`src/verilog/vicPkg.sv`:
```
// Shared definitions for the character fetch path
// Bus cycle and host handshake encodings, frame geometry and bus widths
`default_nettype none

package vicPkg;

	// ==============================
	// Geometry and widths
	// ==============================

	// One character word is an 8-bit code plus a 4-bit attribute nibble
	localparam int CharWidth = 12;
	localparam int AddrWidth = 10;

	// Forty text columns fit in the first forty bus cycles of a line
	localparam int ColCount = 40;
	localparam int LineCycles = 48;
	localparam int CharRows = 4;
	localparam int LinesPerRow = 8;

	// Derived frame sizes
	localparam int RasterLines = CharRows * LinesPerRow;
	localparam int LineCycleWidth = $clog2(LineCycles);
	localparam int RasterWidth = $clog2(RasterLines);

	// ==============================
	// Encodings
	// ==============================

	// Kind of video access owned by the current bus cycle
	typedef enum logic [1:0] {
		VIC_IDLE,
		VIC_CHAR,
		VIC_REF
	} busCycle_t;

	// Host side of the memory arbiter
	typedef enum logic [1:0] {
		ARB_IDLE,
		ARB_READ,
		ARB_ACK,
		ARB_RELEASE
	} arbState_t;

endpackage

`default_nettype wire

```
`src/verilog/charLineBuffer.sv`:
```
// Character line buffer
// Captures forty fetched words on a badline and replays them on the row's other lines
`timescale 1ns/1ps
`default_nettype none

module charLineBuffer (
	input wire logic clk33,
	input wire logic rst,
	input wire logic phi02,
	input wire vicPkg::busCycle_t busCycle,
	input wire logic badline,
	input wire logic [vicPkg::CharWidth-1:0] memRdData,
	output logic [vicPkg::CharWidth-1:0] charOut,
	output logic charValid
);
	import vicPkg::*;

	logic [CharWidth-1:0] charBuf [ColCount];
	logic shiftEn;

	// Fetched data is on the RAM output in the second half of a character cycle
	assign shiftEn = phi02 && (busCycle == VIC_CHAR);

	// ==============================
	// Shift and recirculate
	// ==============================
	always_ff @(posedge clk33) begin
		if (rst) begin
			for (int i = 0; i < ColCount; i++) begin
				charBuf[i] <= '0;
			end
			charValid <= 1'b0;
		end else begin
			charValid <= shiftEn;
			if (shiftEn) begin
				for (int i = 1; i < ColCount; i++) begin
					charBuf[i] <= charBuf[i-1];
				end
				// Badlines take fresh data, other lines feed the tail back to the head
				if (badline) begin
					charBuf[0] <= memRdData;
				end else begin
					charBuf[0] <= charBuf[ColCount-1];
				end
			end
		end
	end

	// Head of the buffer is the character that was just shifted in
	assign charOut = charBuf[0];

	// A character appears only right after a phi02-high clock
	assert property (@(posedge clk33) disable iff (rst)
		charValid |-> ($past(phi02) && !phi02));

endmodule

`default_nettype wire

```
`config.mk`:
```
export PLATFORM = sky130hd
export DESIGN_NAME = charLineBuffer
export DESIGN_NICKNAME = d
export VERILOG_FILES = /design/src/verilog/vicPkg.sv /design/src/verilog/charLineBuffer.sv
export SDC_FILE = /design/constraint.sdc
export NUM_CORES = 1
export LEC_CHECK = 0
export BUFFER_PORTS_ARGS = -buffer_cell sky130_fd_sc_hd__buf_2
export CORE_MARGIN = 2
export CORE_UTILIZATION = 40
export CTS_BUF_LIST = sky130_fd_sc_hd__clkbuf_4
export DETAILED_ROUTE_END_ITERATION = 16
export PLACE_DENSITY = 0.55
export SLEW_MARGIN = 20
export SYNTH_ARGS = -nofsm -noshare
export SYNTH_HDL_FRONTEND = slang
export SYNTH_SLANG_ARGS = --single-unit
export TNS_END_PERCENT = 30
```
`constraint.sdc`:
```
create_clock -name clk33 -period 41.1 [get_ports clk33]
set_clock_uncertainty 0.1 [all_clocks]
set_input_delay 12.33 -clock clk33 [delete_from_list [all_inputs] [get_ports clk33]]
set_output_delay 12.33 -clock clk33 [all_outputs]
set_load 0.005 [all_outputs]
```
==> summary.txt <==
Yosys
  • Synthesized flop and latch total: 481
  • Mapped Cells: 1043
  • Post-Syn Nets: 1061
  • Post-synth top area cell: edfxtp_1
  • Synth top area cells: edfxtp_1, and2_1, nor2b_1, buf_6, mux2i_1
  • Synth top area share: 79.5%
  • Register area share after synthesis: 79.6%
  • Synthesized area: 18100 um2
  • Syn Area/Cell: 17.4 um2
  • Synth unique cells: 14
  • YS warnings: 0

Setup path
  • Critical Path AT: 15990 ps
  • Slowest CP cell: buf_4
  • Worst Setup Start Kind: input pin
  • Slowest stage delay, CP: 920 ps
  • Worst R2R Path Depth: 1
  • WS Path Type: in2reg
  • Worst R2R End: charBuf[0][18]
  • RR Startpoint: charBuf[0][6]
  • CP Capture Type: register
  • CP max FO: 85
  • Most common cell on crit path: buf_4
  • CP Cell Sequence: buf_2 -> buf_4 -> o21bai_4 -> buf_6 -> buf_4 -> buf_4
  • Worst R2R Setup Slack: 40060 ps
  • Worst EP required: 41390 ps

Finish
  • Layout Cells excl Fill: 1818
  • Layout cells sized above 1: 17.3%
  • Util after Layout: 44.5%
  • Final instance area: 20100 um2
  • Area grow syn2layout: 10.6%
  • # nets final: 1151

Placed design
  • GP Congestion: 0.693
  • Dpl cells: 1614
  • Port Buffers: 30
  • Final HPWL DP: 10.7 mm
  • Worst slack at placement: 24260 ps
  • Placed inst area: 18600 um2

Clocking
  • CTS root buf: clkbuf_4
  • Worst-path clk slew: 70 ps
  • # resized after CTS: 0
  • TritonCTS clock tree: built
  • Max Root-Sink Buffers: 3
  • Number of setup buffers added after CTS: 0
  • Total CTS buffers: 116
  • H-tree lvl count: 3
  • CTS Hold Bufs: 0
  • Clock sinks: 481
  • Clock latency at the later pin of the worst-skew pair: 820 ps

STA
  • Minimum clock period: 15700 ps
  • Worst slew pin tran: 1050 ps
  • PnR worst setup slack: 25400 ps
  • Worst slew margin: 29.8%
  • Hold Vio Cnt, Final: 0
  • Setup violators final: 0
  • Max Clk Rate: 63.7 MHz
  • Fin Setup TNS: 0 ps
  • Max-slew violations: 0
  • Fin crit share: 38.2%
  • Unrepaired setup endpoints after global routing: false

GRT
  • Overall Global Routing Usage: 10.9%
  • Total grt overflow: 0
  • Initial antenna violation count: 2
  • Largest net degree at the start of global routing: 257
  • Vias in the first global route: 8092
  • First-pass GRT wire length: 41.4 mm

Routing
  • Via count: 8067
  • DRT iter0 DRCs: 834
  • Per-cell routed wire length: 13.8 um
  • DRC violations left: 0
  • Routed vias/inst: 4.44
  • DRT Pass-1 Iters: 4
  • Routed Antenna Nets: 0
  • Post-Route WL: 25.1 mm

Worst hold path
  • Worst hold endpoint: charBuf[1][166]
  • Hold Path Depth: 1
  • Min-delay src: charBuf[1][154]
  • Hold Crit Class: reg2reg

Pwr
  • Clock share of power: 39.1%
  • VDD IR-drop max: 0.0204 mV
  • Psw: 0.208 mW
  • Power density cells: 49.0 nW/um2
  • LEAKAGE: 7.49 nW
  • Combinational share of power: 2.5%
  • Cell Int Power: 0.775 mW
  • Switching Fraction: 21.2%
  • Reg power frac: 58.4%

Floorplanning
  • Die Width: 217 um
  • Die Area: 47100 um2
  • Rows: 78
  • Die Ht: 217 um
  • I/O Pins: 31
  • Core area: 45100 um2
  • Starting Density: 40.2%

Job
  • Maxcap violations: 0

Outcome
  • Status: finished, final reports clean
## worst max-delay path, delay by kind of cell
family / cells / cell delay [ps]
compound gates: 1 / 390
buf+inv: 5 / 3070
## sequential cells by signal, summed over array words and instances, names as in the netlist
signal / flops
charBuf: 480
charValid: 1
## worst max path at each step
stage | startpoint | to | cells past startpoint
after floorplan | phi02 | charBuf[0][100] | 2
after global placement | rst | charBuf[0][153] | 6
after detailed placement | rst | charBuf[0][163] | 6
after CTS | rst | charBuf[0][153] | 6
after global routing | rst | charBuf[0][177] | 6
final | rst | charBuf[0][165] | 6
## final cells by class
class / instances / area, um2
Clock inverter: 37 / 226
Timing Repair Buffer: 37 / 243
Multi-Input combinational cell: 496 / 3150
Inverter: 1 / 16.3
Sequential cell: 481 / 14400
Tap cell: 600 / 751
Fill cell: 4098 / 25000
Antenna cell: 3 / 7.51
Clock buffer: 163 / 1220
## through the flow
stage | hold WS [ps] | power [mW]
global route | 395 | 1.03
CTS | 391 | 1.00
finish | 393 | 0.983
detailed placement | 402 | 0.610
global placement | 400 | 0.610
floorplan | 397 | 0.625
## Yosys cell counts (all sizes together)
| cell | number |
|---|---|
| mux2i | 12 |
| dfxtp | 1 |
| nand2 | 1 |
| nor2 | 12 |
| buf | 51 |
| edfxtp | 480 |
| and2 | 396 |
| nor2b | 72 |
| nand4bb | 1 |
| o21bai | 2 |
| clkbuf | 14 |
| inv | 1 |
## layout by cell type, fill, tap and decap left out, drive strengths merged, types with 2 or more instances in the layout
| master | count |
|---|---|
| and2 | 396 |
| buf | 37 |
| bufinv | 3 |
| clkbuf | 163 |
| clkinv | 33 |
| diode | 3 |
| edfxtp | 480 |
| mux2i | 12 |
| nor2 | 12 |
| nor2b | 72 |
| o21bai | 2 |
## routing by layer
| layer | vias up | share of wire [%] | wire length, um | GRT usage (%) |
|---|---|---|---|---|
| li1 | 3873 | - | - | - |
| met1 | 4010 | 52 | 13000 | 16.3 |
| met4 | 0 | 2.5 | 636 | 5.32 |
| met5 | - | 0 | 0 | 0 |
| met3 | 58 | 4.4 | 1120 | 3.70 |
| met2 | 126 | 41 | 10400 | 13.9 |
## cell families (layout without fill, tap and decap cells)
family,after synthesis,count (layout),synth area share [%]
other,0,3,0
AO/OA/AOI/OAI,2,2,0.0828
AND/OR/NAND/NOR,482,482,16.6
buffers and inverters,66,238,3.09
flip-flops,481,481,79.6
multiplexers,12,12,0.662
## power by group through the flow
stage / sequential [mW] / combinational (mW) / clock, mW
floorplan: 0.604 / 0.0201 / 0
global placement: 0.585 / 0.0249 / 0
detailed placement: 0.585 / 0.0253 / 0
CTS: 0.575 / 0.0254 / 0.401
global route: 0.577 / 0.0284 / 0.425
finish: 0.574 / 0.0250 / 0.384
No activity file was read; power rests on OpenSTA's default activity.
