--- src/verilog/vicPkg.sv ---
// Shared definitions for the character fetch path
// Bus cycle and host handshake encodings, frame geometry and bus widths
`default_nettype none

package vicPkg;

	// ==============================
	// Geometry and widths
	// ==============================

	// One character word is an 8-bit code plus a 4-bit attribute nibble
	localparam int CharWidth = 12;
	localparam int AddrWidth = 10;

	// Forty text columns fit in the first forty bus cycles of a line
	localparam int ColCount = 40;
	localparam int LineCycles = 48;
	localparam int CharRows = 4;
	localparam int LinesPerRow = 8;

	// Derived frame sizes
	localparam int RasterLines = CharRows * LinesPerRow;
	localparam int LineCycleWidth = $clog2(LineCycles);
	localparam int RasterWidth = $clog2(RasterLines);

	// ==============================
	// Encodings
	// ==============================

	// Kind of video access owned by the current bus cycle
	typedef enum logic [1:0] {
		VIC_IDLE,
		VIC_CHAR,
		VIC_REF
	} busCycle_t;

	// Host side of the memory arbiter
	typedef enum logic [1:0] {
		ARB_IDLE,
		ARB_READ,
		ARB_ACK,
		ARB_RELEASE
	} arbState_t;

endpackage

`default_nettype wire

--- src/verilog/matrixFetch.sv ---
// Video matrix fetcher
// Issues one character read per character cycle of a badline from the row base
`timescale 1ns/1ps
`default_nettype none

module matrixFetch (
	input wire logic clk33,
	input wire logic rst,
	input wire logic phi02,
	input wire vicPkg::busCycle_t busCycle,
	input wire logic [vicPkg::LineCycleWidth-1:0] lineCycle,
	input wire logic [vicPkg::RasterWidth-1:0] rasterLine,
	input wire logic badline,
	output logic fetchReq,
	output logic [vicPkg::AddrWidth-1:0] fetchAddr
);
	import vicPkg::*;

	logic [AddrWidth-1:0] rowBase;
	logic lineEnd;

	assign lineEnd = phi02 && (lineCycle == LineCycleWidth'(LineCycles - 1));

	// ==============================
	// Row base address
	// ==============================
	always_ff @(posedge clk33) begin
		if (rst) begin
			rowBase <= '0;
		end else if (lineEnd) begin
			// Frame wrap takes precedence, the last line is never a badline anyway
			if (rasterLine == RasterWidth'(RasterLines - 1)) begin
				rowBase <= '0;
			end else if (badline) begin
				rowBase <= rowBase + AddrWidth'(ColCount);
			end
		end
	end

	// The request rides in the first half of the bus cycle
	assign fetchReq = badline && !phi02 && (busCycle == VIC_CHAR);

	// Column number is the cycle number during the character cycles
	assign fetchAddr = rowBase + {{(AddrWidth - LineCycleWidth){1'b0}}, lineCycle};

endmodule

`default_nettype wire

--- config.mk ---
export PLATFORM = sky130hd
export DESIGN_NAME = matrixFetch
export DESIGN_NICKNAME = d
export VERILOG_FILES = /design/src/verilog/vicPkg.sv /design/src/verilog/matrixFetch.sv
export SDC_FILE = /design/constraint.sdc
export NUM_CORES = 1
export LEC_CHECK = 0
export BUFFER_PORTS_ARGS = -buffer_cell sky130_fd_sc_hd__buf_4
export CORE_MARGIN = 5
export CORE_UTILIZATION = 25
export CTS_CLUSTER_SIZE = 20
export DETAILED_ROUTE_END_ITERATION = 6
export SYNTH_ARGS = -nofsm -noshare
export SYNTH_HDL_FRONTEND = slang
export SYNTH_SLANG_ARGS = --single-unit
--- constraint.sdc ---
create_clock -name clk33 -period 3.9 [get_ports clk33]
set_input_delay 0.195 -clock clk33 [delete_from_list [all_inputs] [get_ports clk33]]
set_output_delay 0.195 -clock clk33 [all_outputs]
set_load 0.1 [all_outputs]
==> flow_summary.json, run 1 <==
{
  "cts_setup_buffers": 0,
  "clkSinkCount": 7,
  "p_comb_share_pct": 34.7,
  "grt.overflow.total": 0,
  "synth_edf_count": 0,
  "synth_cells": 71,
  "final_common_cell": "buf_4",
  "worstSetupEndpointType": "output pin",
  "cp.required_ps": 3700,
  "setup_tns_ps": 0,
  "initial_core_util_pct": 26.6,
  "r2r_cells": 4,
  "grt_setup_unrepaired": "false",
  "place_area_um2": 820,
  "regMostFlops": "rowBase",
  "crit_slowest_cell": "dfxtp_1",
  "root_buffer": "clkbuf_4",
  "synth-seq-cells": 7,
  "p_sw_share_pct": 38.6,
  "ctsHtreeMaxLevel": 1,
  "yosys-top-cells-area": "dfxtp_1 24%, ha_1 11%, a21oi_1 5.9%",
  "layout_common_cells": "27 x buf_4, 7 x a21oi_1, 7 x dfxtp_1",
  "ant_nets": 0,
  "largest_register_ffs": 7,
  "synth_async_sr_flop_share_pct": 0,
  "place_ws_ps": 1980,
  "io_pins": 28,
  "fin_worst_skew_ps": 5.99,
  "rrSetupSlack_ps": 2440,
  "crit_chain": "ha_1, nor3_1, a211oi_1, nor2b_1, xor2_1, buf_4",
  "fillers": 234,
  "netlist.area_leader.share_pct": 23.6,
  "worstSetupPathType": "flop to output pin",
  "top_regs": "rowBase (7)",
  "grt_pass1_wl_um": 2510,
  "grt_max_degree": 10,
  "dp_hpwl_um": 1290,
  "die_area_um2": 3450,
  "r2r_start": "rowBase[3]$_SDFFE_PP0P_",
  "hold_end": "rowBase[4]$_SDFFE_PP0P_",
  "wl_per_cell_um": 12.0,
  "place_congestion": 0.807,
  "critical_path_buf_inv_count": 1,
  "grt_usage_pct": 9.42,
  "fp-row-count": 17,
  "hp-class": "primary input to flop",
  "nets": 123,
  "fmax_mhz": 461,
  "syn_area_um2": 593,
  "ys_warn_count": 0,
  "min-delay-start": "rst",
  "drive_gt1_share_pct": 34.0,
  "slew_headroom_pct": 61.6,
  "clkTransAtPathRegs_ps": 60,
  "cts_resized": 0,
  "status": "completed",
  "diodes": 0,
  "finalPower_mw": 0.215,
  "slew_violations": 0,
  "syn_nets": 93,
  "cp_max_fo": 5,
  "tightest_slew_ps": 576,
  "finalCriticalPeriod_ps": 2170,
  "min_path_cells": 2,
  "die_w_um": 58.7,
  "worst_skew_pair.late_latency_ps": 260,
  "p_sw_mw": 0.0831,
  "peakVddDrop_v": 0.000147,
  "cts_buffers": 3,
  "vias_per_cell": 4.84,
  "grt_pass1_vias": 604,
  "hold_violations": 0,
  "crit_family": "flip-flops",
  "via_count": 620,
  "cap_violations": 0,
  "antenna_found_initial": 0,
  "drc_errors": 0,
  "cts_hold_buf": 0,
  "stdcell_area_um2": 847,
  "synth.largest_area_cell": "dfxtp_1",
  "p_leak_nw": 0.372,
  "worstReg2RegEnd": "rowBase[7]$_SDFFE_PP0P_",
  "syn_area_per_cell_um2": 8.35,
  "ys_seq_area_share_pct": 23.6,
  "yosys.cell_types.count": 31,
  "design.core.area_um2": 2230,
  "crit_arrival_ps": 1970,
  "io_buffer_count": 27,
  "drtIter0Drc": 9,
  "setup_violations": 0,
  "die_h_um": 58.7,
  "p_seq_share_pct": 33.3,
  "cts_tree": "yes",
  "clockBufferDepth": 2,
  "max_stage_delay_ps": 390,
  "synth_ff_type": "dfxtp_1",
  "wl_um": 1530,
  "drt_pass1_iterations": 4,
  "post-route-period-util_pct": 55.6,
  "pwr-share-clk_pct": 32.0,
  "worst_slack_ps": 1730,
  "syn2layout_area_growth_pct": 42.8,
  "critPathLaunchType": "flop",
  "p_int_mw": 0.132,
  "power.density_nw_per_um2": 254
}
-- layer usage --
layer	up-vias	wire length (um)	part of all wire, %	track usage, %
met5	-	0	0	0
met4	0	6	0.39	1.94
met3	2	74	4.8	4.61
met2	10	753	49	15.8
met1	279	696	45	10.9
li1	329	-	-	-
-- cells by family after synthesis --
| family | share of synthesized area [%] |
|---|---|
| DFF | 23.6 |
| adders and majority gates | 10.5 |
| AOI/OAI and AO/OA | 17.5 |
| and+or+nand+nor | 30.0 |
| buffers and inverters | 2.53 |
| other | 0.632 |
| xor gates and xnor gates | 11.8 |
| muxes | 3.38 |
-- worst reg2reg max path, delay by kind of cell, from the launching register on --
kind,cells,cell delay [ps]
adders and majority gates,1,210
DFF,1,400
AOI/OAI and AO/OA,2,280
and+or+nand+nor,1,500
-- metrics by stage --
stage / instances / utilization (%) / hold WS [ps]
CTS: 128 / 37.9 / 117
detailed placement: 124 / 36.7 / 401
global placement: 124 / 36.7 / 398
floorplan: 71 / - / 264
global route: 128 / 37.9 / 120
finish: 128 / 37.9 / 125
-- layout make-up --
type                            instances  area (um^2)  area share, %
Clock inverter                          1         5.00          0.591
Inverter                                1         3.75          0.443
Sequential cell                         7          140           16.5
Clock buffer                            3         22.5           2.66
Tap cell                               28         35.0           4.14
Multi-Input combinational cell         61          438           51.7
Timing Repair Buffer                   27          203           23.9
-- synthesized netlist by cell type, drive strengths merged, types with 2 or more instances --
library cell	instances
a21oi	7
dfxtp	7
ha	5
nand2	5
nor2	4
xnor2	4
xor2	4
o21ai	3
o31ai	3
or4	3
mux2i	2
nand3	2
nand3b	2
nor2b	2
nor3	2
nor4	2
-- worst max-delay path by stage --
stage / startpoint / end / slack, ps / cells after the start
3_5_place_dp: rowBase[5]$_SDFFE_PP0P_ / fetchAddr[8] / 1980 / 6
3_3_place_gp: rowBase[5]$_SDFFE_PP0P_ / fetchAddr[8] / 2020 / 6
5_1_grt: rowBase[4]$_SDFFE_PP0P_ / fetchAddr[9] / 1520 / 6
6_report: rowBase[5]$_SDFFE_PP0P_ / fetchAddr[8] / 1730 / 6
4_1_cts: rowBase[5]$_SDFFE_PP0P_ / fetchAddr[8] / 1690 / 6
2_1_floorplan: busCycle[1] / fetchReq / 600 / 1
-- power groups by stage --
stage / logic (mW) / registers [mW] / clock network, mW
2_1_floorplan: 0.0521 / 0.0732 / 0
3_3_place_gp: 0.0746 / 0.0733 / 0
3_5_place_dp: 0.0750 / 0.0733 / 0
4_1_cts: 0.0752 / 0.0717 / 0.0723
5_1_grt: 0.0786 / 0.0716 / 0.0761
6_report: 0.0748 / 0.0717 / 0.0689
(Power assumes the default switching activity.)
==> run 2: changes to the inputs <==
Settings changed: ABC_AREA from default to 1.
Clock period 3.9 ns to 2.2 ns, I/O delays scaled along.
==> run 2 against run 1 <==
  * Setup slack got worse by 1600 ps
  * Flip-flop and latch count unchanged
  * Sequential share of layout area decreased by 2.3 points
  * Non-clock buffer count unchanged
  * Highest routed layer is now met3
  * Design area increased by 16%
  * Synthesized cell count increased by 52%
  * Critical path depth increased by 1
  * Clock skew decreased by 2.1 ps
==> flow_summary.json, run 2 <==
{
  "endpoint": "fetchAddr[8]",
  "finalPower_mw": 0.376,
  "grt_setup_unrepaired": "false",
  "setup_violations": 0,
  "cts_setup_buffers": 0,
  "yosys.cell_types.count": 21,
  "cts_buffers": 3,
  "p_comb_share_pct": 36.3,
  "p_leak_nw": 0.474,
  "io_buffer_count": 27,
  "ys_seq_area_share_pct": 20.9,
  "pwr-share-clk_pct": 29.8,
  "synth_cells": 108,
  "fin_hold_ws_ps": 81.7,
  "worstSetupEndpointType": "output pin",
  "p_sw_mw": 0.139,
  "antenna_found_initial": 0,
  "status": "completed",
  "finish.utilization_pct": 39.0,
  "largest_register_ffs": 7,
  "diodes": 0,
  "synth.largest_area_cell": "dfxtp_1",
  "nets": 160,
  "grt.overflow.total": 0,
  "layout_common_cells": "33 x nand2_1, 26 x buf_4, 9 x inv_1, 9 x a21oi_1, 9 x nor2_1",
  "netlist.area_leader.share_pct": 20.9,
  "wl_per_cell_um": 10.0,
  "p_seq_share_pct": 34.0,
  "hold_violations": 0,
  "die_h_um": 61.7,
  "r2r_cells": 8,
  "rrSetupSlack_ps": 870,
  "place_congestion": 0.754,
  "dp_hpwl_um": 1460,
  "p_sw_share_pct": 37.0,
  "drt_pass1_iterations": 3,
  "io_pins": 28,
  "hp-class": "primary input to flop",
  "die_w_um": 61.7,
  "peakVddDrop_v": 0.000428,
  "finalCriticalPeriod_ps": 2020,
  "fp-row-count": 18,
  "drive_gt1_share_pct": 35.0,
  "final_common_cell": "nand2_1",
  "critPathLaunchType": "flop",
  "yosys-top-cells-area": "dfxtp_1 21%, nand2_1 19%, xor2_1 12%",
  "top_regs": "rowBase (7)",
  "worstReg2RegEnd": "rowBase[7]$_SDFFE_PP0P_",
  "power.density_nw_per_um2": 381,
  "grt_usage_pct": 10.2,
  "clockBufferDepth": 2,
  "ys_warn_count": 0,
  "via_count": 714,
  "drc_errors": 0,
  "syn2layout_area_growth_pct": 47.1,
  "synth.top_cells.by_count": "33 x nand2_1, 10 x a21oi_1, 10 x nor2_1, 9 x inv_1, 9 x xor2_1",
  "ant_nets": 0,
  "root_buffer": "clkbuf_4",
  "slew_violations": 0,
  "worstSetupPathType": "flop to output pin",
  "p_int_mw": 0.236,
  "vias_per_cell": 4.28,
  "fin_worst_skew_ps": 3.86,
  "initial_core_util_pct": 26.5,
  "design.core.area_um2": 2520,
  "wl_um": 1670,
  "cp_max_fo": 5,
  "ctsHtreeMaxLevel": 1,
  "grt_pass1_wl_um": 2940,
  "r2r_start": "rowBase[3]$_SDFFE_PP0P_",
  "worst_skew_pair.late_latency_ps": 250,
  "syn_nets": 130,
  "synth-seq-cells": 7,
  "die_area_um2": 3810,
  "synth_ff_type": "dfxtp_1",
  "syn_area_um2": 669,
  "cp.required_ps": 2090,
  "yosysMostFrequentCell": "nand2_1",
  "cap_violations": 0,
  "startpoint": "rowBase[4]$_SDFFE_PP0P_",
  "syn_area_per_cell_um2": 6.20,
  "crit_arrival_ps": 1910,
  "fmax_mhz": 494,
  "synth_async_sr_flop_share_pct": 0,
  "synth_edf_count": 0,
  "grt_pass1_vias": 708,
  "regMostFlops": "rowBase",
  "clkTransAtPathRegs_ps": 50,
  "grt_max_degree": 8,
  "post-route-period-util_pct": 92.0,
  "clkSinkCount": 7,
  "drtIter0Drc": 10,
  "cts_tree": "yes"
}
## run 2: changes by cell type after synthesis, sizes merged, moves of 4 or more
cell / delta
xnor2: -4
nor2: +10
xor2: +5
inv: +11
nand2: +29
nand3: +4
## run 2: through the flow
stage / std cells / worst slack (ps) / cell area (um^2) / setup TNS (ps)
2_1_floorplan: 108 / -40.2 / 719 / -40.2
3_3_place_gp: 163 / 339 / 948 / 0
3_5_place_dp: 163 / 322 / 948 / 0
4_1_cts: 167 / 44.0 / 975 / 0
5_1_grt: 167 / 35.8 / 985 / 0
6_report: 167 / 177 / 985 / 0
## run 2: kinds of logic after synthesis
kind of cell	synth area share (%)
buffers and inverters	10.1
AOI/OAI and AO/OA	9.91
adders and majority gates	9.35
DFF	20.9
xor gates and xnor gates	11.8
and+or+nand+nor	37.4
other	0.560
## run 2: worst max-delay path, cell delays in order (launching register included)
cell	delay [ps]
dfxtp_1	340
ha_1	360
nand2_1	70
nand2_1	130
a21oi_2	90
a21oi_1	210
xor2_2	150
buf_4	300
## run 2: layout make-up
cell class	instances	area (um^2)
multi-input cells	84	518
inverters	15	56.3
well taps	30	37.5
clock buffers	4	26.3
fillers	284	1540
flip-flops and latches	7	140
repair buffers	27	206
## run 2: worst min path at each step
stage / start / end / slack, ps / depth (start not counted)
final: rst / rowBase[6]$_SDFFE_PP0P_ / 80 / 2
after global routing: rst / rowBase[6]$_SDFFE_PP0P_ / 70 / 2
after CTS: rst / rowBase[6]$_SDFFE_PP0P_ / 70 / 2
after detailed placement: rst / rowBase[4]$_SDFFE_PP0P_ / 340 / 2
after global placement: rst / rowBase[4]$_SDFFE_PP0P_ / 330 / 2
after floorplan: rst / rowBase[3]$_SDFFE_PP0P_ / 180 / 1
## run 2: what timing repair did
action	CTS	global route
hold buffers	0	0
endpoints found under the setup margin	0	4
resized for setup	0	3
## run 2: power by group through the flow
stage	Clock, mW	Combinational (mW)	Sequential (mW)
after floorplan	0	0.0940	0.130
after global placement	0	0.135	0.130
after detailed placement	0	0.136	0.130
after CTS	0.120	0.137	0.127
after global routing	0.126	0.144	0.127
final	0.112	0.136	0.128
## run 2: per-layer routing
layer  vias up  part of all wire, %  global-route usage (%)
li1        388                    -                       -
met1       313                   44                    12.0
met2        13                   49                    18.1
met3         0                  6.3                    3.93
met4         0                    0                   0.909
met5         -                    0                       0
