`config.mk`:
```
export PLATFORM = sky130hd
export DESIGN_NAME = memArbiter
export DESIGN_NICKNAME = d
export VERILOG_FILES = /design/src/verilog/vicPkg.sv /design/src/verilog/memArbiter.sv
export SDC_FILE = /design/constraint.sdc
export NUM_CORES = 1
export LEC_CHECK = 0
export BUFFER_PORTS_ARGS = -buffer_cell sky130_fd_sc_hd__buf_2
export CAP_MARGIN = 20
export CORE_ASPECT_RATIO = 1.4
export CORE_MARGIN = 3
export CORE_UTILIZATION = 35
export DETAILED_ROUTE_END_ITERATION = 8
export PLACE_DENSITY_LB_ADDON = 0.3
export SYNTH_ARGS = -nofsm -noshare
export SYNTH_HDL_FRONTEND = slang
export SYNTH_SLANG_ARGS = --single-unit
```
`constraint.sdc`:
```
create_clock -name clk33 -period 1.93 [get_ports clk33]
set_input_delay 0.579 -clock clk33 [delete_from_list [all_inputs] [get_ports clk33]]
set_output_delay 0.579 -clock clk33 [all_outputs]
set_load 0.05 [all_outputs]
```
`src/verilog/vicPkg.sv`:
```
// Shared definitions for the character fetch path
// Bus cycle and host handshake encodings, frame geometry and bus widths
`default_nettype none

package vicPkg;

	// ==============================
	// Geometry and widths
	// ==============================

	// One character word is an 8-bit code plus a 4-bit attribute nibble
	localparam int CharWidth = 12;
	localparam int AddrWidth = 10;

	// Forty text columns fit in the first forty bus cycles of a line
	localparam int ColCount = 40;
	localparam int LineCycles = 48;
	localparam int CharRows = 4;
	localparam int LinesPerRow = 8;

	// Derived frame sizes
	localparam int RasterLines = CharRows * LinesPerRow;
	localparam int LineCycleWidth = $clog2(LineCycles);
	localparam int RasterWidth = $clog2(RasterLines);

	// ==============================
	// Encodings
	// ==============================

	// Kind of video access owned by the current bus cycle
	typedef enum logic [1:0] {
		VIC_IDLE,
		VIC_CHAR,
		VIC_REF
	} busCycle_t;

	// Host side of the memory arbiter
	typedef enum logic [1:0] {
		ARB_IDLE,
		ARB_READ,
		ARB_ACK,
		ARB_RELEASE
	} arbState_t;

endpackage

`default_nettype wire

```
`src/verilog/memArbiter.sv`:
```
// Video RAM arbiter
// Fetcher has absolute priority, host gets a four-phase req/ack port
`timescale 1ns/1ps
`default_nettype none

module memArbiter (
	input wire logic clk33,
	input wire logic rst,
	input wire logic fetchReq,
	input wire logic [vicPkg::AddrWidth-1:0] fetchAddr,
	input wire logic hostReq,
	input wire logic hostWe,
	input wire logic [vicPkg::AddrWidth-1:0] hostAddr,
	input wire logic [vicPkg::CharWidth-1:0] hostWrData,
	output logic hostAck,
	output logic [vicPkg::CharWidth-1:0] hostRdData,
	output logic [vicPkg::AddrWidth-1:0] memAddr,
	output logic memWe,
	output logic [vicPkg::CharWidth-1:0] memWrData,
	input wire logic [vicPkg::CharWidth-1:0] memRdData
);
	import vicPkg::*;

	arbState_t state;
	logic hostGrant;

	// Host owns the RAM only in a clock the fetcher leaves free
	assign hostGrant = (state == ARB_IDLE) && hostReq && !fetchReq;

	// ==============================
	// RAM port mux
	// ==============================
	always_comb begin
		if (fetchReq) begin
			memAddr = fetchAddr;
		end else begin
			memAddr = hostAddr;
		end
	end

	// Writes happen only in a clock granted to the host
	assign memWe = hostGrant && hostWe;

	// Only the host ever writes
	assign memWrData = hostWrData;

	// ==============================
	// Host handshake FSM
	// ==============================
	always_ff @(posedge clk33) begin
		if (rst) begin
			state <= ARB_IDLE;
		end else begin
			case (state)
				ARB_IDLE: begin
					// Writes land at the grant edge, reads wait for the RAM
					if (hostGrant) begin
						state <= hostWe ? ARB_ACK : ARB_READ;
					end
				end
				ARB_READ: begin
					state <= ARB_ACK;
				end
				ARB_ACK: begin
					if (!hostReq) begin
						state <= ARB_RELEASE;
					end
				end
				ARB_RELEASE: begin
					// One quiet clock before the next request is looked at
					state <= ARB_IDLE;
				end
				default: begin
					state <= ARB_IDLE;
				end
			endcase
		end
	end

	// Read data comes out of the RAM one clock after the grant
	always_ff @(posedge clk33) begin
		if (state == ARB_READ) begin
			hostRdData <= memRdData;
		end
	end

	assign hostAck = (state == ARB_ACK);

	// An ack only ever answers a pending request
	assert property (@(posedge clk33) disable iff (rst)
		$rose(hostAck) |-> hostReq);

	// A host write must never collide with a matrix fetch
	assert property (@(posedge clk33) disable iff (rst)
		fetchReq |-> !memWe);

endmodule

`default_nettype wire

```
==> summary.md, run 1 <==
| Metric | Value |
|---|---|
| Commonest non-fill, non-tap cell in the layout | `buf_2` |
| Area delta synth->final | `36.0%` |
| Drc violations | `0` |
| # Post-CTS Setup Buffers | `0` |
| DR WL met3 | `240 um` |
| Core Util, Final | `51.3%` |
| Slowest Stage Delay on Critical Path | `0.34 ns` |
| Max_cap viols | `0` |
| Total global-route track usage | `10.2%` |
| Num CTS Buffers | `3` |
| Buffers on Ports | `60` |
| M1 WL | `approximately 530 um` |
| FP Rows | `19` |
| CTS clock-pin slew for the worst setup and hold paths | `0.08 ns` |
| Routed wire length | `1440 um` |
| Yosys Warn Count | `0` |
| Cell-by-cell trace of the critical path | `buf_4, mux2_2, buf_2` |
| First-pass GRT wire length | `2050 um` |
| RSZ-0062 raised after global routing | `no` |
| I/O pins | `85` |
| Clock Skews | `0.00484 ns` |
| Cts hold-fix bufs | `0` |
| Max transition margin | `66.6%` |
| WL met2 | `654 um` |
| Vias in the first global route | `512` |
| Initial antenna violation count | `0` |
| Outcome | `finished clean` |
| Die area | `2750 um^2` |
| Worst-Skew Late Latency | `0.27 ns` |
| Final setup viols | `0` |
| GPL Wtd Cong | `~0.70` |
| Die W | `45.2 um` |
| Hold Crit Class | `in2reg` |
| Max IR drop VDD | `0.376 mV` |
| CP max-delay cell | `mux2_2` |
| DR vias/cell | `4.59` |
| Initial drt markers | `3` |
| Syn avg cell area | `13.5 um^2` |
| Clock Sinks | `14` |
| CP required | `1.35 ns` |
| Die H | `slightly above 60 um` |
| R2r worst-path depth | `4` |
| Post-Place Worst Slack | `-0.0115 ns` |
| Distinct cells, synth | `14` |
| Antenna Cells | `0` |
| Register area share after synthesis | `53.2%` |
| Startpoint Class | `input port` |
| Total core area | `2000 um^2` |
| Overflow left after global routing | `0` |
| Top sig layer | `met4` |
| Routed Antenna Nets | `0` |
| Root buffer cell | `clkbuf_4` |
| Final slew viol count | `0` |
| Most frequent cells in the layout | `buf_2 (58), edfxtp_1 (12), mux2_2 (10)` |
| Initial cell density of the core | `~38%` |
| Clock buffer depth | `2` |
| Worst setup EP type | `output pin` |
| Post-Synthesis Cell Area | `753 um^2` |
| Worst slew pin tran | `~0.5 ns` |
| Synth Instances | `56` |
| Cell count of the worst hold path | `1` |
| Final min period | `approximately 1.9 ns` |
| Fin nets | `roughly 160` |
| CTS tree | `built` |
| Crit-path max FO | `11` |
| Fin area | `1020 um^2` |
| Avg WL per Cell | `between 10 and 15 um` |
| HPWL Detailed | `roughly 1200 um` |
| Syn nets | `109` |
| Layout cells sized above 1 | `approximately 73%` |
| Depth of the CTS H-tree | `1` |
| Final hold vios | `0` |
| Via count | `about 600` |
| Pwr Density | `1010 nW/um^2` |
| Fin crit share | `96.7%` |
| Setup ws final | `0.0628 ns` |
| Synth Register Bits | `14` |
| Leakage | `0.493 nW` |
| First drt pass iteration count | `2` |
| WP data arrival | `1.29 ns` |
| F_max | `536 MHz` |
| Setup CP Type | `in2out` |
| Dpl cell area | `987 um^2` |
| Largest net degree at the start of global routing | `13` |
-- where the power goes --
part | switching [W] | internal [W]
Combinational | 0.000330 | 0.000143
Sequential | 0.0000142 | 0.000392
Clock | 0.0000800 | 0.0000747
Total | 0.000424 | 0.000609
-- worst max-delay path, delay by kind of cell --
family / cells / cell delay (ns)
mux: 1 / 0.34
buf+inv: 2 / 0.37
-- routing by layer --
metal / global-route usage, % / vias up
li1: - / 285
met1: 12.0 / 255
met2: 15.4 / 44
met3: 2.97 / 4
met4: 7.95 / 0
met5: 0 / -
-- synthesized netlist by cell type --
| cell type | count | area, um^2 |
|---|---|---|
| ha_1 | 4 | 50.1 |
| buf_2 | 1 | 5.00 |
| buf_4 | 12 | 90.1 |
| mux2_2 | 10 | 113 |
| mux2_1 | 2 | 22.5 |
| edfxtp_1 | 12 | 360 |
| nand2b_1 | 3 | 18.8 |
| mux2i_1 | 1 | 10.0 |
| nand2_1 | 1 | 3.75 |
| dfxtp_1 | 2 | 40.0 |
| nor2_1 | 4 | 15.0 |
| a21oi_1 | 1 | 5.00 |
| a22oi_2 | 1 | 12.5 |
| inv_1 | 2 | 7.51 |
-- per-stage QoR --
step	hold WS (ns)	total power (W)	std cells	TNS (ns)
finish	0.483	0.00103	128	0
global route	0.456	0.00111	128	0
CTS	0.473	0.00104	128	0
detailed placement	0.651	0.000880	124	-0.0650
global placement	0.635	0.000875	124	0
floorplan	0.600	0.000840	56	0
-- cell type report --
| class | count | area (um^2) |
|---|---|---|
| Fill cell | 195 | 972 |
| Sequential cell | 14 | 400 |
| Timing Repair Buffer | 60 | 309 |
| Multi-Input combinational cell | 27 | 255 |
| Tap cell | 21 | 26.3 |
| Clock buffer | 3 | 22.5 |
| Inverter | 2 | 7.51 |
| Clock inverter | 1 | 3.75 |
-- cell families after synthesis --
group | after synthesis | synth area share, %
simple gates | 8 | 4.98
compound gates | 2 | 2.32
flops | 14 | 53.2
buf+inv | 15 | 13.6
fa+ha+maj | 4 | 6.64
mux | 13 | 19.3
-- state kept, by name, summed over array words and instances, names as in the netlist --
name        flops
hostRdData     12
state           2
-- final timing paths --
check / from / slack, ns / endpoint
worst max-delay path: fetchReq / 0.06 / memAddr[5]
worst min-delay path: memRdData[4] / 0.48 / hostRdData[4]
worst max register to register: state[0] / 0.60 / state[0]
worst min register to register: state[0] / 0.65 / state[0]
-- repair_timing --
action | CTS | global route
hold endpoints to repair | 0 | 0
resized for setup | 1 | 6
gates cloned | 0 | 0
setup endpoints to repair | 10 | 1
No activity file was read; power rests on OpenSTA's default activity.
==> run 2: changes to the inputs <==
- HOLD_SLACK_MARGIN: unset -> 0.03
- MAX_ROUTING_LAYER: unset -> met4
- SLEW_MARGIN: unset -> 20
==> run 2 against run 1 <==
- global-route usage grew 0.32 points
- via count did not move
- sequential share of layout area unchanged
- cell count unchanged
- utilization unchanged
- fmax hardly changed
- clock power is essentially flat
- setup slack hardly changed
- critical endpoint unchanged
- highest routed layer unchanged
==> summary.md, run 2 (synthesis results as in run 1) <==
| Metric | Value |
|---|---|
| Largest register by flop count | `hostRdData` |
| Largest regs | `hostRdData x12, state x2` |
| HPWL Detailed | `1230 um (unchanged)` |
| Final Total Pwr | `0.00103 W (about the same)` |
| Commonest non-fill, non-tap cell in the layout | `buf_2` |
| Worst setup EP type | `output pin` |
| CTS clock-pin slew for the worst setup and hold paths | `0.08 ns (about the same)` |
| Routed wire length | `1440 um (unchanged)` |
| Fin crit share | `96.8% (about the same)` |
| Non-filler cells, final | `128 (unchanged)` |
| Final slew viol count | `0 (unchanged)` |
| Final setup viols | `0 (unchanged)` |
| CP max-delay cell | `mux2_2` |
| Delay-heaviest family, CP | `buffers and inverters` |
| Post_cts resized | `1 (unchanged)` |
| Worst-Skew Late Latency | `0.27 ns (about the same)` |
| Max transition margin | `66.6% (unchanged)` |
| Layout cells sized above 1 | `72.9% (unchanged)` |
| Clock buffer depth | `2 (unchanged)` |
| I/O pins | `85 (unchanged)` |
| # Post-CTS Setup Buffers | `0 (unchanged)` |
| FP Rows | `19 (unchanged)` |
| CTS tree | `built` |
| Max reg flops | `12 (unchanged)` |
| Initial antenna violation count | `0 (unchanged)` |
| Final hold vios | `0 (unchanged)` |
| Depth of the CTS H-tree | `1 (unchanged)` |
| Outcome | `finished clean` |
| Initial drt markers | `3 (unchanged)` |
| Cts hold-fix bufs | `0 (unchanged)` |
| GPL Wtd Cong | `0.713 (+1.1%)` |
| Clock Skews | `0.00484 ns (unchanged)` |
| Hold WS | `0.483 ns (unchanged)` |
| Antenna Cells | `0 (unchanged)` |
| Fin nets | `161 (unchanged)` |
| Worst slew pin tran | `0.500 ns (unchanged)` |
| RSZ-0062 raised after global routing | `no` |
| First-pass GRT wire length | `2050 um (unchanged)` |
| Slowest Stage Delay on Critical Path | `0.34 ns (about the same)` |
| Via count | `588 (unchanged)` |
| Overflow left after global routing | `0 (unchanged)` |
| WP data arrival | `1.29 ns (about the same)` |
| Die area | `2750 um^2 (unchanged)` |
| Num CTS Buffers | `3 (unchanged)` |
| Buffers on Ports | `60 (unchanged)` |
| Routed Antenna Nets | `0 (unchanged)` |
| Crit-path max FO | `11 (unchanged)` |
| WP buf/inv | `2 (unchanged)` |
| Leakage | `0.493 nW (unchanged)` |
| Core Util, Final | `51.3% (unchanged)` |
| Area delta synth->final | `36.0% (unchanged)` |
| Max_cap viols | `0 (unchanged)` |
| Register area | `400 um^2 (unchanged)` |
| Pwr Density | `1010 nW/um^2 (about the same)` |
| Post-Place Worst Slack | `-0.0115 ns (unchanged)` |
| Total core area | `2000 um^2 (unchanged)` |
| Area of the multi-input gates | `255 um^2 (unchanged)` |
| First drt pass iteration count | `2 (unchanged)` |
| Startpoint Class | `input port` |
| Final min period | `1.87 ns (+0.000226 ns)` |
| Avg WL per Cell | `11.2 um (unchanged)` |
| Most frequent cells in the layout | `buf_2 (58), edfxtp_1 (12), mux2_2 (10)` |
| Die H | `60.9 um (unchanged)` |
| Max IR drop VDD | `0.376 mV (unchanged)` |
| Setup ws final | `0.0626 ns (-0.000226 ns)` |
| # fillers | `195 (unchanged)` |
| Die W | `45.2 um (unchanged)` |
| Hold Crit Class | `in2reg` |
| Vias in the first global route | `512 (unchanged)` |
| Clock Sinks | `14 (unchanged)` |
| F_max | `535 MHz (about the same)` |
| Cell-by-cell trace of the critical path | `buf_4, mux2_2, buf_2` |
| Total global-route track usage | `10.5% (+0.32 points)` |
| Dpl cells | `124 (unchanged)` |
| Drc violations | `0 (unchanged)` |
| DR vias/cell | `4.59 (unchanged)` |
| Root buffer cell | `clkbuf_4` |
| Initial cell density of the core | `37.7% (unchanged)` |
| Setup CP Type | `in2out` |
| Largest net degree at the start of global routing | `13 (unchanged)` |
| CP required | `1.35 ns (about the same)` |
-- run 2: cell counts in the layout (fill, tap and decap cells not counted) --
Identical to the previous run, type by type.
-- run 2: final timing paths --
path	start	endpoint	slack (ns)	cells past startpoint
setup / recovery	fetchReq	memAddr[5]	0.06	3
hold / removal	memRdData[4]	hostRdData[4]	0.48	1
setup reg to reg	state[0]	state[0]	0.60	4
hold reg to reg	state[0]	state[0]	0.65	3
-- run 2: worst reg2reg max path: cells and delay by family (launching register included) --
family	cells	cell delay, ns
mux	1	0.34
compound gates	1	0.23
flops	1	0.35
buf+inv	1	0.06
fa+ha+maj	1	0.24
-- run 2: metal layers --
metal | global-route usage [%] | share of wire [%] | wire, um | vias up
met1 | 12.2 | 37 | 535 | 255
met4 | 7.95 | 0.77 | 11 | 0
met3 | 2.67 | 16 | 234 | 4
li1 | - | - | - | 285
met5 | - | 0 | 0 | -
met2 | 15.4 | 46 | 654 | 44
-- run 2: per-stage QoR --
stage	area (um^2)	TNS, ns
2_1_floorplan	756	0
3_3_place_gp	987	0
3_5_place_dp	987	-0.0650
4_1_cts	1020	0
5_1_grt	1020	0
6_report	1020	0
-- run 2: final cells by class --
cell class,instances,share of cell area (%)
clock buffers,3,2.20
clock inverters,1,0.366
repair buffers,60,30.2
well taps,21,2.56
multi-input cells,27,24.9
flip-flops and latches,14,39.1
inverters,2,0.733
-- run 2: where the power goes --
part           switching (W)  total, W  leakage, nW  internal, W
combinational       0.000330  0.000473        0.352     0.000143
clock              0.0000800  0.000155       0.0154    0.0000747
sequential         0.0000142  0.000406        0.126     0.000392
total               0.000424   0.00103        0.493     0.000609
