--- config.mk ---
export PLATFORM = sky130hd
export DESIGN_NAME = cycleSequencer
export DESIGN_NICKNAME = d
export VERILOG_FILES = /design/src/verilog/vicPkg.sv /design/src/verilog/cycleSequencer.sv
export SDC_FILE = /design/constraint.sdc
export NUM_CORES = 1
export LEC_CHECK = 0
export BUFFER_PORTS_ARGS = -buffer_cell sky130_fd_sc_hd__buf_2
export CORE_MARGIN = 2
export CORE_UTILIZATION = 35
export DETAILED_ROUTE_END_ITERATION = 10
export SLEW_MARGIN = 5
export SYNTH_ARGS = -nofsm -noshare
export SYNTH_HDL_FRONTEND = slang
export SYNTH_SLANG_ARGS = --single-unit
--- constraint.sdc ---
create_clock -name clk33 -period 3.5 [get_ports clk33]
set_input_delay 0.7 -clock clk33 [delete_from_list [all_inputs] [get_ports clk33]]
set_output_delay 0.7 -clock clk33 [all_outputs]
set_load 0.01 [all_outputs]
--- src/verilog/vicPkg.sv ---
// Shared definitions for the character fetch path
// Bus cycle and host handshake encodings, frame geometry and bus widths
`default_nettype none

package vicPkg;

	// ==============================
	// Geometry and widths
	// ==============================

	// One character word is an 8-bit code plus a 4-bit attribute nibble
	localparam int CharWidth = 12;
	localparam int AddrWidth = 10;

	// Forty text columns fit in the first forty bus cycles of a line
	localparam int ColCount = 40;
	localparam int LineCycles = 48;
	localparam int CharRows = 4;
	localparam int LinesPerRow = 8;

	// Derived frame sizes
	localparam int RasterLines = CharRows * LinesPerRow;
	localparam int LineCycleWidth = $clog2(LineCycles);
	localparam int RasterWidth = $clog2(RasterLines);

	// ==============================
	// Encodings
	// ==============================

	// Kind of video access owned by the current bus cycle
	typedef enum logic [1:0] {
		VIC_IDLE,
		VIC_CHAR,
		VIC_REF
	} busCycle_t;

	// Host side of the memory arbiter
	typedef enum logic [1:0] {
		ARB_IDLE,
		ARB_READ,
		ARB_ACK,
		ARB_RELEASE
	} arbState_t;

endpackage

`default_nettype wire

--- src/verilog/cycleSequencer.sv ---
// Video bus cycle sequencer
// Splits every raster line into 48 two-clock bus cycles and flags the badlines
`timescale 1ns/1ps
`default_nettype none

module cycleSequencer (
	input wire logic clk33,
	input wire logic rst,
	output logic phi02,
	output logic [vicPkg::LineCycleWidth-1:0] lineCycle,
	output vicPkg::busCycle_t busCycle,
	output logic [vicPkg::RasterWidth-1:0] rasterLine,
	output logic badline
);
	import vicPkg::*;

	logic lineEnd;

	// The last clock of the last bus cycle closes the raster line
	assign lineEnd = phi02 && (lineCycle == LineCycleWidth'(LineCycles - 1));

	// ==============================
	// Phase, cycle and raster counters
	// ==============================
	always_ff @(posedge clk33) begin
		if (rst) begin
			phi02 <= 1'b0;
			lineCycle <= '0;
			rasterLine <= '0;
		end else begin
			phi02 <= ~phi02;
			// A bus cycle ends after its phi02-high clock
			if (phi02) begin
				if (lineEnd) begin
					lineCycle <= '0;
				end else begin
					lineCycle <= lineCycle + 1'b1;
				end
			end
			if (lineEnd) begin
				if (rasterLine == RasterWidth'(RasterLines - 1)) begin
					rasterLine <= '0;
				end else begin
					rasterLine <= rasterLine + 1'b1;
				end
			end
		end
	end

	// Character cycles come first, then the refresh slots, then idle to line end
	always_comb begin
		if (lineCycle < LineCycleWidth'(ColCount)) begin
			busCycle = VIC_CHAR;
		end else if (lineCycle < LineCycleWidth'(ColCount + 4)) begin
			busCycle = VIC_REF;
		end else begin
			busCycle = VIC_IDLE;
		end
	end

	// First raster line of each character row fetches the matrix
	assign badline = ((rasterLine & RasterWidth'(LinesPerRow - 1)) == '0);

	// The cycle counter must wrap before it leaves the line
	assert property (@(posedge clk33) disable iff (rst)
		lineCycle < LineCycleWidth'(LineCycles));

endmodule

`default_nettype wire

==> impl_metrics.toml, run 1 <==
[outcome]
status = "complete, no violations"

[critical_path]
crit_fanout = 7
worstSetupPathType = "reg -> out"
cpMaxStageDelayCell = "dfxtp_1"
reg2reg_to = "rasterLine[2]"
slowest_delay_ns = 0.43
cp-start-kind = "flip-flop"
rr_startpoint = "rasterLine[0]"
end_kind = "primary output"
reg2reg_slack_ns = 1.75
path_cells = "inv_1 -> ha_1 -> nor2b_1 -> buf_2"
worstRegToRegCells = 5
worstPathArrival_ns = 1.20
cp_data_required_time_ns = 2.80

[routing]
vias = 567
drtIter0Drc = 11
finalWirelength_um = 1300
ant_nets = 0
drc = 0
wl_per_cell_um = 11.6
viasPerCell = 5.06
dr.pass1.iters = 4

[clock_network]
cts.htree.levels = 1
postCtsHoldBufs = 0
clk_latency_ns = 0.27
cts_setup_buffers = 0
cts.clk_slew.worst_paths_ns = 0.08
ctsResizeCount = 0
clock-sinks = 12
cts_tree = "built"
numCtsBuffers = 3
cts_root_buf = "clkbuf_4"
cts_buffer_depth = 2

[synth]
synth_nets = 77
syn_area_per_cell_um2 = 8.88
yosys.area_share.adder = 0.0794
synthMuxAreaShare = 0.0337
yosys.area_share.xor_xnor = 0.0278
syn_area_um2 = 631
synth-simple-area-share = 0.248
yosysWarnings = 0
synthTopCellsByArea = "dfxtp_1, ha_1, a21oi_1"
synth_cells = 71
ys_seq_elements = 12
synth-seq-area-share = 0.381
ys_async_sr_fraction = 0
yosys.area.top_type = "dfxtp_1"
synth_top_family_by_area = "simple AND/OR/NAND/NOR gates"
synth_top_area_frac = 0.381
synth_cell_types = 30
synth_compound_area_frac = 0.181
synth_edf_count = 0
ys.flop_type = "dfxtp_1"

[power]
leakagePower_nw = 0.357
switching_share = 0.236
sequentialPowerShare = 0.593
pwr-share-comb = 0.047
cellPowerDensity_mw_per_mm2 = 321
clockPowerShare = 0.360
p_int_w = 0.000184
switching_power_w = 0.0000568
vdd_drop_max_v = 0.000181

[timing]
clock_skew_ns = 0.00471
max_freq_mhz = 526
worst_hold_slack_ns = 0.513
worstMarginPinSlew_ns = 0.409
maxSlewViolCount = 0
setup_tns_ns = 0
hold_violations = 0
rsz0062_at_grt = "no"
period_share = 0.544
max_slew_margin = 0.726
finalSetupViolations = 0
post-route-min-period_ns = 1.90
fin_ws_ns = 1.60

[global_route]
antenna_found_initial = 0
grt_use_met3 = 0.0706
grt_pass1_vias = 452
grt_overflow = 0
grt.busiest_layer = "met2"
grtUsageMet1 = 0.158
grt_pass1_wl_um = 2000
grt_max_degree = 14
globalRouteTotalUtil = 0.136
use_met2 = 0.219

[cells_and_area]
drive_gt1_frac = 0.230
layout.nets = 95
stdcell_area_um2 = 748
num-fill-cells = 172
diodes = 0
multi_input_area_um2 = 359
area_growth_pct = 18.7
seqCellArea_um2 = 240

[floorplanning]
die_height_um = 46.4
std_cell_rows = 15
core_mm2 = 0.00171
die_area_mm2 = 0.00216
io_pins = 17
start_util = 0.369
die_w_um = 46.4

[place]
dpl_cell_area_um2 = 726
gp_congestion = 0.742
dp_hpwl_um = 889
portBuffers = 16
dp_slack_ns = 1.77

[worst_hold_path]
holdCritStartpoint = "rasterLine[3]"
hold_end = "rasterLine[3]"
hold_class = "reg -> reg"
whs_path_depth = 2

[job]
max_cap_violations = 0
[cell usage in the layout, fill, tap and decap left out, drive strengths merged, types with 3 or more instances in the layout]
cell / instances
buf: 16
or4: 3
nor2b: 3
nand3: 3
a21oi: 6
dfxtp: 12
nor2: 6
o21ai: 7
inv: 4
ha: 4
clkbuf: 3
[worst max-delay path: cells and delay by family (launching register included)]
kind,cells,cell delay [ns]
fa+ha+maj,1,0.18
buf+inv,2,0.21
flops,1,0.43
simple gates,1,0.12
[kinds of logic after synthesis]
group,after synthesis
XOR/XNOR,2
AO/OA/AOI/OAI,19
buffers and inverters,7
adder cells (fa/ha/maj),4
AND/OR/NAND/NOR,25
multiplexers,2
flip-flops,12
[cell type report]
cell class	count	area share
multi-input cells	52	0.480
flip-flops and latches	12	0.321
repair buffers	16	0.107
well taps	25	0.0418
clock buffers	3	0.0301
inverters	4	0.0201
[registers in the layout (all words and copies together), names as in the netlist]
name        cells
lineCycle       6
rasterLine      5
phi02           1
[power groups by stage]
stage	clock (W)	sequential, W	combinational [W]
finish	0.0000866	0.000143	0.0000114
global route	0.0000952	0.000143	0.0000131
CTS	0.0000905	0.000142	0.0000115
detailed placement	0	0.000146	0.0000114
global placement	0	0.000146	0.0000114
floorplan	0	0.000145	0.00000804
[layer usage]
layer	wire length, um	vias to the layer above
met4	0	0
met5	0	-
met3	82	0
met2	565	19
met1	651	255
li1	-	293
[metrics by stage]
step	total power, W	cells	util
3_3_place_gp	0.000157	109	0.425
5_1_grt	0.000251	112	0.438
4_1_cts	0.000245	112	0.438
2_1_floorplan	0.000153	71	-
6_report	0.000240	112	0.438
3_5_place_dp	0.000157	109	0.425
[synthesized netlist by cell type (all sizes together), types with 2 or more instances]
library cell / n
dfxtp: 12
o21ai: 7
a21oi: 6
nor2: 6
ha: 4
inv: 4
nand3: 3
nor2b: 3
or4: 3
and3: 2
buf: 2
nand2b: 2
nand4: 2
[how the worst max path moves through the flow]
stage,start,endpoint,slack (ns),cells past startpoint
final,rasterLine[0],badline,1.60,4
after global routing,lineCycle[5],busCycle[1],1.52,3
after CTS,rasterLine[0],badline,1.58,4
after detailed placement,rasterLine[0],rasterLine[2],1.77,5
after global placement,rasterLine[0],rasterLine[0],1.81,5
after floorplan,rasterLine[0],rasterLine[2],1.82,5
No activity file was read; power rests on OpenSTA's default activity.
==> run 2, diff against run 1 <==
Settings changed: ABC_AREA set to 1.
Clock period 3.5 ns to 1.8 ns, I/O delays scaled along.
==> run 2 against run 1 <==
  * Sequential cell count is the same
  * Combinational power rose to 2.8 times the previous value
  * Die area fell by 4.0%
  * Cell area fell by 1.2%
  * Hold slack worse by 0.18 ns
  * Routed wire length down 7.6%
  * Critical endpoint unchanged
  * Largest cell class unchanged
==> impl_metrics.toml, run 2 <==
[outcome]
status = "complete, no violations"

[routing]
wl_per_cell_um = 9.92
drtIter0Drc = 8
dr.pass1.iters = 4
drc = 0
viasPerCell = 4.74
ant_nets = 0
vias = 574
finalWirelength_um = 1200

[synth]
syn_area_per_cell_um2 = 7.10
synth_edf_count = 0
syn_area_um2 = 603
synth_cell_types = 16
synth_top_area_frac = 0.398
ys_async_sr_fraction = 0
synth-seq-area-share = 0.398
synthTopCellsByArea = "dfxtp_1, nor2_1, nand2_1"
yosysWarnings = 0
ys_seq_elements = 12
synth_most_common_cell = "nor2_1"
ys.flop_type = "dfxtp_1"
synth_cells = 85
synth_nets = 91
ys_top_cells_by_count = "nor2_1, nand2_1, dfxtp_1, inv_1"
yosys.area.top_type = "dfxtp_1"

[critical_path]
cp-start-kind = "flip-flop"
cp_data_required_time_ns = 1.44
crit_fanout = 5
end_kind = "primary output"
worstSetupPathType = "reg -> out"
reg2reg_slack_ns = 0.42
worstPathArrival_ns = 1.14

[timing]
max_freq_mhz = 668
hold_violations = 0
period_share = 0.831
max_slew_margin = 0.832
post-route-min-period_ns = 1.50
rsz0062_at_grt = "no"
worst_hold_slack_ns = 0.330
finalSetupViolations = 0
clock_skew_ns = 0.000629
setup_tns_ns = 0
worstMarginPinSlew_ns = 0.251
maxSlewViolCount = 0

[global_route]
grt_overflow = 0
grt_pass1_wl_um = 2150
grt_max_degree = 9
antenna_found_initial = 0
globalRouteTotalUtil = 0.144
grt_pass1_vias = 523

[cells_and_area]
multi_input_area_um2 = 318
final_cell_mix = "nor2_1, nand2_1, buf_2"
seqCellArea_um2 = 240
layout.nets = 112
reg_top3 = "lineCycle (6), rasterLine (5), phi02 (1)"
largest_reg_flops = 6
final_util = 0.474
drive_gt1_frac = 0.248
final_common_cell = "nor2_1"
num-fill-cells = 168
top_register = "lineCycle"
diodes = 0
area_growth_pct = 22.6

[clock_network]
clk_latency_ns = 0.27
cts_root_buf = "clkbuf_4"
cts_buffer_depth = 2
ctsResizeCount = 0
numCtsBuffers = 3
cts.htree.levels = 1
postCtsHoldBufs = 0
cts.clk_slew.worst_paths_ns = 0.08
cts_tree = "built"
clock-sinks = 12
cts_setup_buffers = 0

[worst_hold_path]
hold_class = "in -> reg"

[power]
vdd_drop_max_v = 0.000509
power.total_w = 0.000530
cellPowerDensity_mw_per_mm2 = 717
leakagePower_nw = 0.367

[floorplanning]
start_util = 0.387
core_mm2 = 0.00156
die_height_um = 45.5
std_cell_rows = 14
die_area_mm2 = 0.00207
io_pins = 17
die_w_um = 45.5

[place]
dp_hpwl_um = 904
gp_congestion = 0.803
portBuffers = 16

[job]
max_cap_violations = 0
run 2: critical path, cell delays in order (launching register included):
cell and delay, ns:
dfxtp_1 0.39, inv_1 0.08, ha_1 0.19, inv_1 0.05, nor2_1 0.03, buf_2 0.13
run 2: through the flow:
step | std cells | area [um2] | setup WS, ns
floorplan | 85 | 603 | 0.514
global placement | 117 | 703 | 0.427
detailed placement | 117 | 703 | 0.417
CTS | 121 | 739 | 0.289
global route | 121 | 739 | 0.217
finish | 121 | 739 | 0.303
run 2: kinds of logic (layout without fill, tap and decap cells):
| family | Yosys count | in the layout | share of synthesized area |
|---|---|---|---|
| adder cells (fa/ha/maj) | 4 | 4 | 0.0830 |
| AO/OA/AOI/OAI | 8 | 8 | 0.0664 |
| AND/OR/NAND/NOR | 48 | 48 | 0.363 |
| flip-flops | 12 | 12 | 0.398 |
| buffers and inverters | 12 | 32 | 0.0747 |
| XOR/XNOR | 1 | 1 | 0.0145 |
run 2: where the power goes:
part | switching, W | total (W) | internal (W)
clock | 0.0000965 | 0.000219 | 0.000123
combinational | 0.0000196 | 0.0000320 | 0.0000124
sequential | 0.00000783 | 0.000279 | 0.000271
run 2: cell type report:
class / count / area share
clock buffers: 4 / 0.0491
inverters: 12 / 0.0609
repair buffers: 16 / 0.108
well taps: 16 / 0.0271
multi-input cells: 61 / 0.430
flip-flops and latches: 12 / 0.325
run 2: layer usage:
layer,track usage,share of wire,vias to the layer above
li1,-,-,309
met1,0.184,0.51,252
met2,0.214,0.43,9
met3,0.0357,0.032,4
met4,0.0882,0.025,0
met5,0,0,-
run 2: final timing paths:
path | from | to | cells after the start
max | rasterLine[0] | badline | 5
min | rst | lineCycle[2] | 2
min reg2reg | lineCycle[0] | lineCycle[0] | 2
max reg2reg | lineCycle[0] | rasterLine[2] | 8
==> run 3, diff against run 2 <==
Clock period 1.8 ns to 1.5 ns, I/O delays scaled along.
==> run 3 against run 2 <==
  * Via count up 0.17%
  * First-iteration DRC count up 38%
  * Non-clock buffer count up 2
  * Setup slack worse by 0.25 ns
  * Hold slack worse by 0.070 ns
  * Critical endpoint unchanged
==> impl_metrics.toml, run 3 (synthesis results as in run 2) <==
[outcome]
status = "complete, no violations"

[routing]
viasPerCell = 4.67
drtIter0Drc = 11
drc = 0
vias = 575
finalWirelength_um = 1200
wl_per_cell_um = 9.72
dr.pass1.iters = 4
ant_nets = 0

[power]
clockPowerShare = 0.412
sequentialPowerShare = 0.528
switching_share = 0.230
switching_power_w = 0.000146
cellPowerDensity_mw_per_mm2 = 835
leakagePower_nw = 0.378
vdd_drop_max_v = 0.000550
p_int_w = 0.000488
pwr-share-comb = 0.060

[critical_path]
worstRegToRegCells = 8
reg2reg_slack_ns = 0.16
crit_buf_inv = 4
path_delay_family = "flip-flops"
rr_startpoint = "lineCycle[0]"
cp_data_required_time_ns = 1.20
cpMaxStageDelayCell = "dfxtp_2"
cp_num_cells = 6
crit_end = "badline"
startpoint = "rasterLine[0]"
worstPathArrival_ns = 1.14
path_cells = "buf_6 -> inv_2 -> ha_1 -> inv_1 -> nor2_1 -> buf_2"
end_kind = "primary output"
crit_fanout = 4
reg2reg_to = "rasterLine[2]"
slowest_delay_ns = 0.35
worstSetupPathType = "reg -> out"
cp-start-kind = "flip-flop"

[cells_and_area]
reg_top3 = "lineCycle (6), rasterLine (5), phi02 (1)"
area_growth_pct = 25.9
layout.nets = 114
fin_cells = 123
num-fill-cells = 159
diodes = 0
final_common_cell = "nor2_1"
largest_reg_flops = 6
drive_gt1_frac = 0.280
top_register = "lineCycle"
stdcell_area_um2 = 759
final_cell_mix = "nor2_1, nand2_1, buf_2"

[timing]
rsz0062_at_grt = "yes"
period_share = 0.962
hold_violations = 0
clock_skew_ns = 0.00179
fin_ws_ns = 0.0568
maxSlewViolCount = 0
max_slew_margin = 0.844
worst_hold_slack_ns = 0.260
post-route-min-period_ns = 1.44
max_freq_mhz = 693
worstMarginPinSlew_ns = 0.234
finalSetupViolations = 0

[clock_network]
cts.htree.levels = 1
numCtsBuffers = 3
postCtsHoldBufs = 0
cts_root_buf = "clkbuf_4"
clk_latency_ns = 0.27
cts_buffer_depth = 2
clock-sinks = 12
cts.clk_slew.worst_paths_ns = 0.08
cts_tree = "built"

[floorplanning]
io_pins = 17
die_height_um = 45.5
die_area_mm2 = 0.00207
core_mm2 = 0.00156
start_util = 0.387
std_cell_rows = 14
die_w_um = 45.5

[global_route]
globalRouteTotalUtil = 0.133
grt_overflow = 0
antenna_found_initial = 0
grt_pass1_vias = 447
grt_pass1_wl_um = 1930
grt_max_degree = 9

[place]
dpl_cell_area_um2 = 711
numPlacedInstances = 118
portBuffers = 16
dp_hpwl_um = 898
gp_congestion = 0.821
dp_slack_ns = 0.136

[worst_hold_path]
hold_class = "in -> reg"

[job]
max_cap_violations = 0
-- run 3: changes by cell type in the layout (fill, tap and decap cells not counted), sizes merged --
cell  change
buf       +2
-- run 3: power groups by stage --
stage / clock (W) / sequential (W) / combinational (W)
detailed placement: 0 / 0.000342 / 0.0000383
floorplan: 0 / 0.000344 / 0.0000211
finish: 0.000261 / 0.000335 / 0.0000379
global placement: 0 / 0.000342 / 0.0000382
global route: 0.000278 / 0.000337 / 0.0000440
CTS: 0.000268 / 0.000335 / 0.0000384
-- run 3: layer usage --
layer	vias to the layer above	part of all wire	GRT usage
li1	310	-	-
met1	245	0.48	0.186
met2	18	0.44	0.172
met3	2	0.064	0.0278
met4	0	0.015	0.106
met5	-	0	0
-- run 3: metrics by stage --
step	TNS [ns]	util	total power (W)
2_1_floorplan	0	-	0.000366
3_3_place_gp	0	0.456	0.000380
3_5_place_dp	0	0.456	0.000381
4_1_cts	0	0.480	0.000641
5_1_grt	-0.00509	0.487	0.000658
6_report	0	0.487	0.000634
-- run 3: repair_timing --
action                     4_1_cts  5_1_grt
buffers inserted                 0        1
pin swaps                        0        1
gates cloned                     0        0
gates resized for setup          1        2
setup endpoints to repair        1        2
-- run 3: area by class of cell --
type,instances,area (um2),share of cell area
Clock buffer,4,36.3,0.0478
Inverter,12,45.0,0.0593
Multi-Input combinational cell,61,318,0.418
Sequential cell,12,241,0.318
Tap cell,16,20.0,0.0264
Timing Repair Buffer,18,98.8,0.130
-- run 3: worst reg2reg max path, stage by stage (launching register included) --
cell and delay (ns):
dfxtp_1 0.41, ha_1 0.23, nand3_2 0.12, nor2_4 0.19, inv_2 0.09, nand2_4 0.09
nand2_2 0.04, nand2_1 0.05, inv_1 0.03
-- run 3: worst min-delay path by stage --
stage	from	slack (ns)	endpoint	cells after the start
after detailed placement	lineCycle[0]	0.51	lineCycle[0]	2
final	rst	0.26	lineCycle[2]	2
after global routing	rst	0.27	lineCycle[2]	2
after floorplan	rst	0.38	phi02	1
after global placement	lineCycle[5]	0.50	lineCycle[5]	2
after CTS	rst	0.25	lineCycle[2]	2
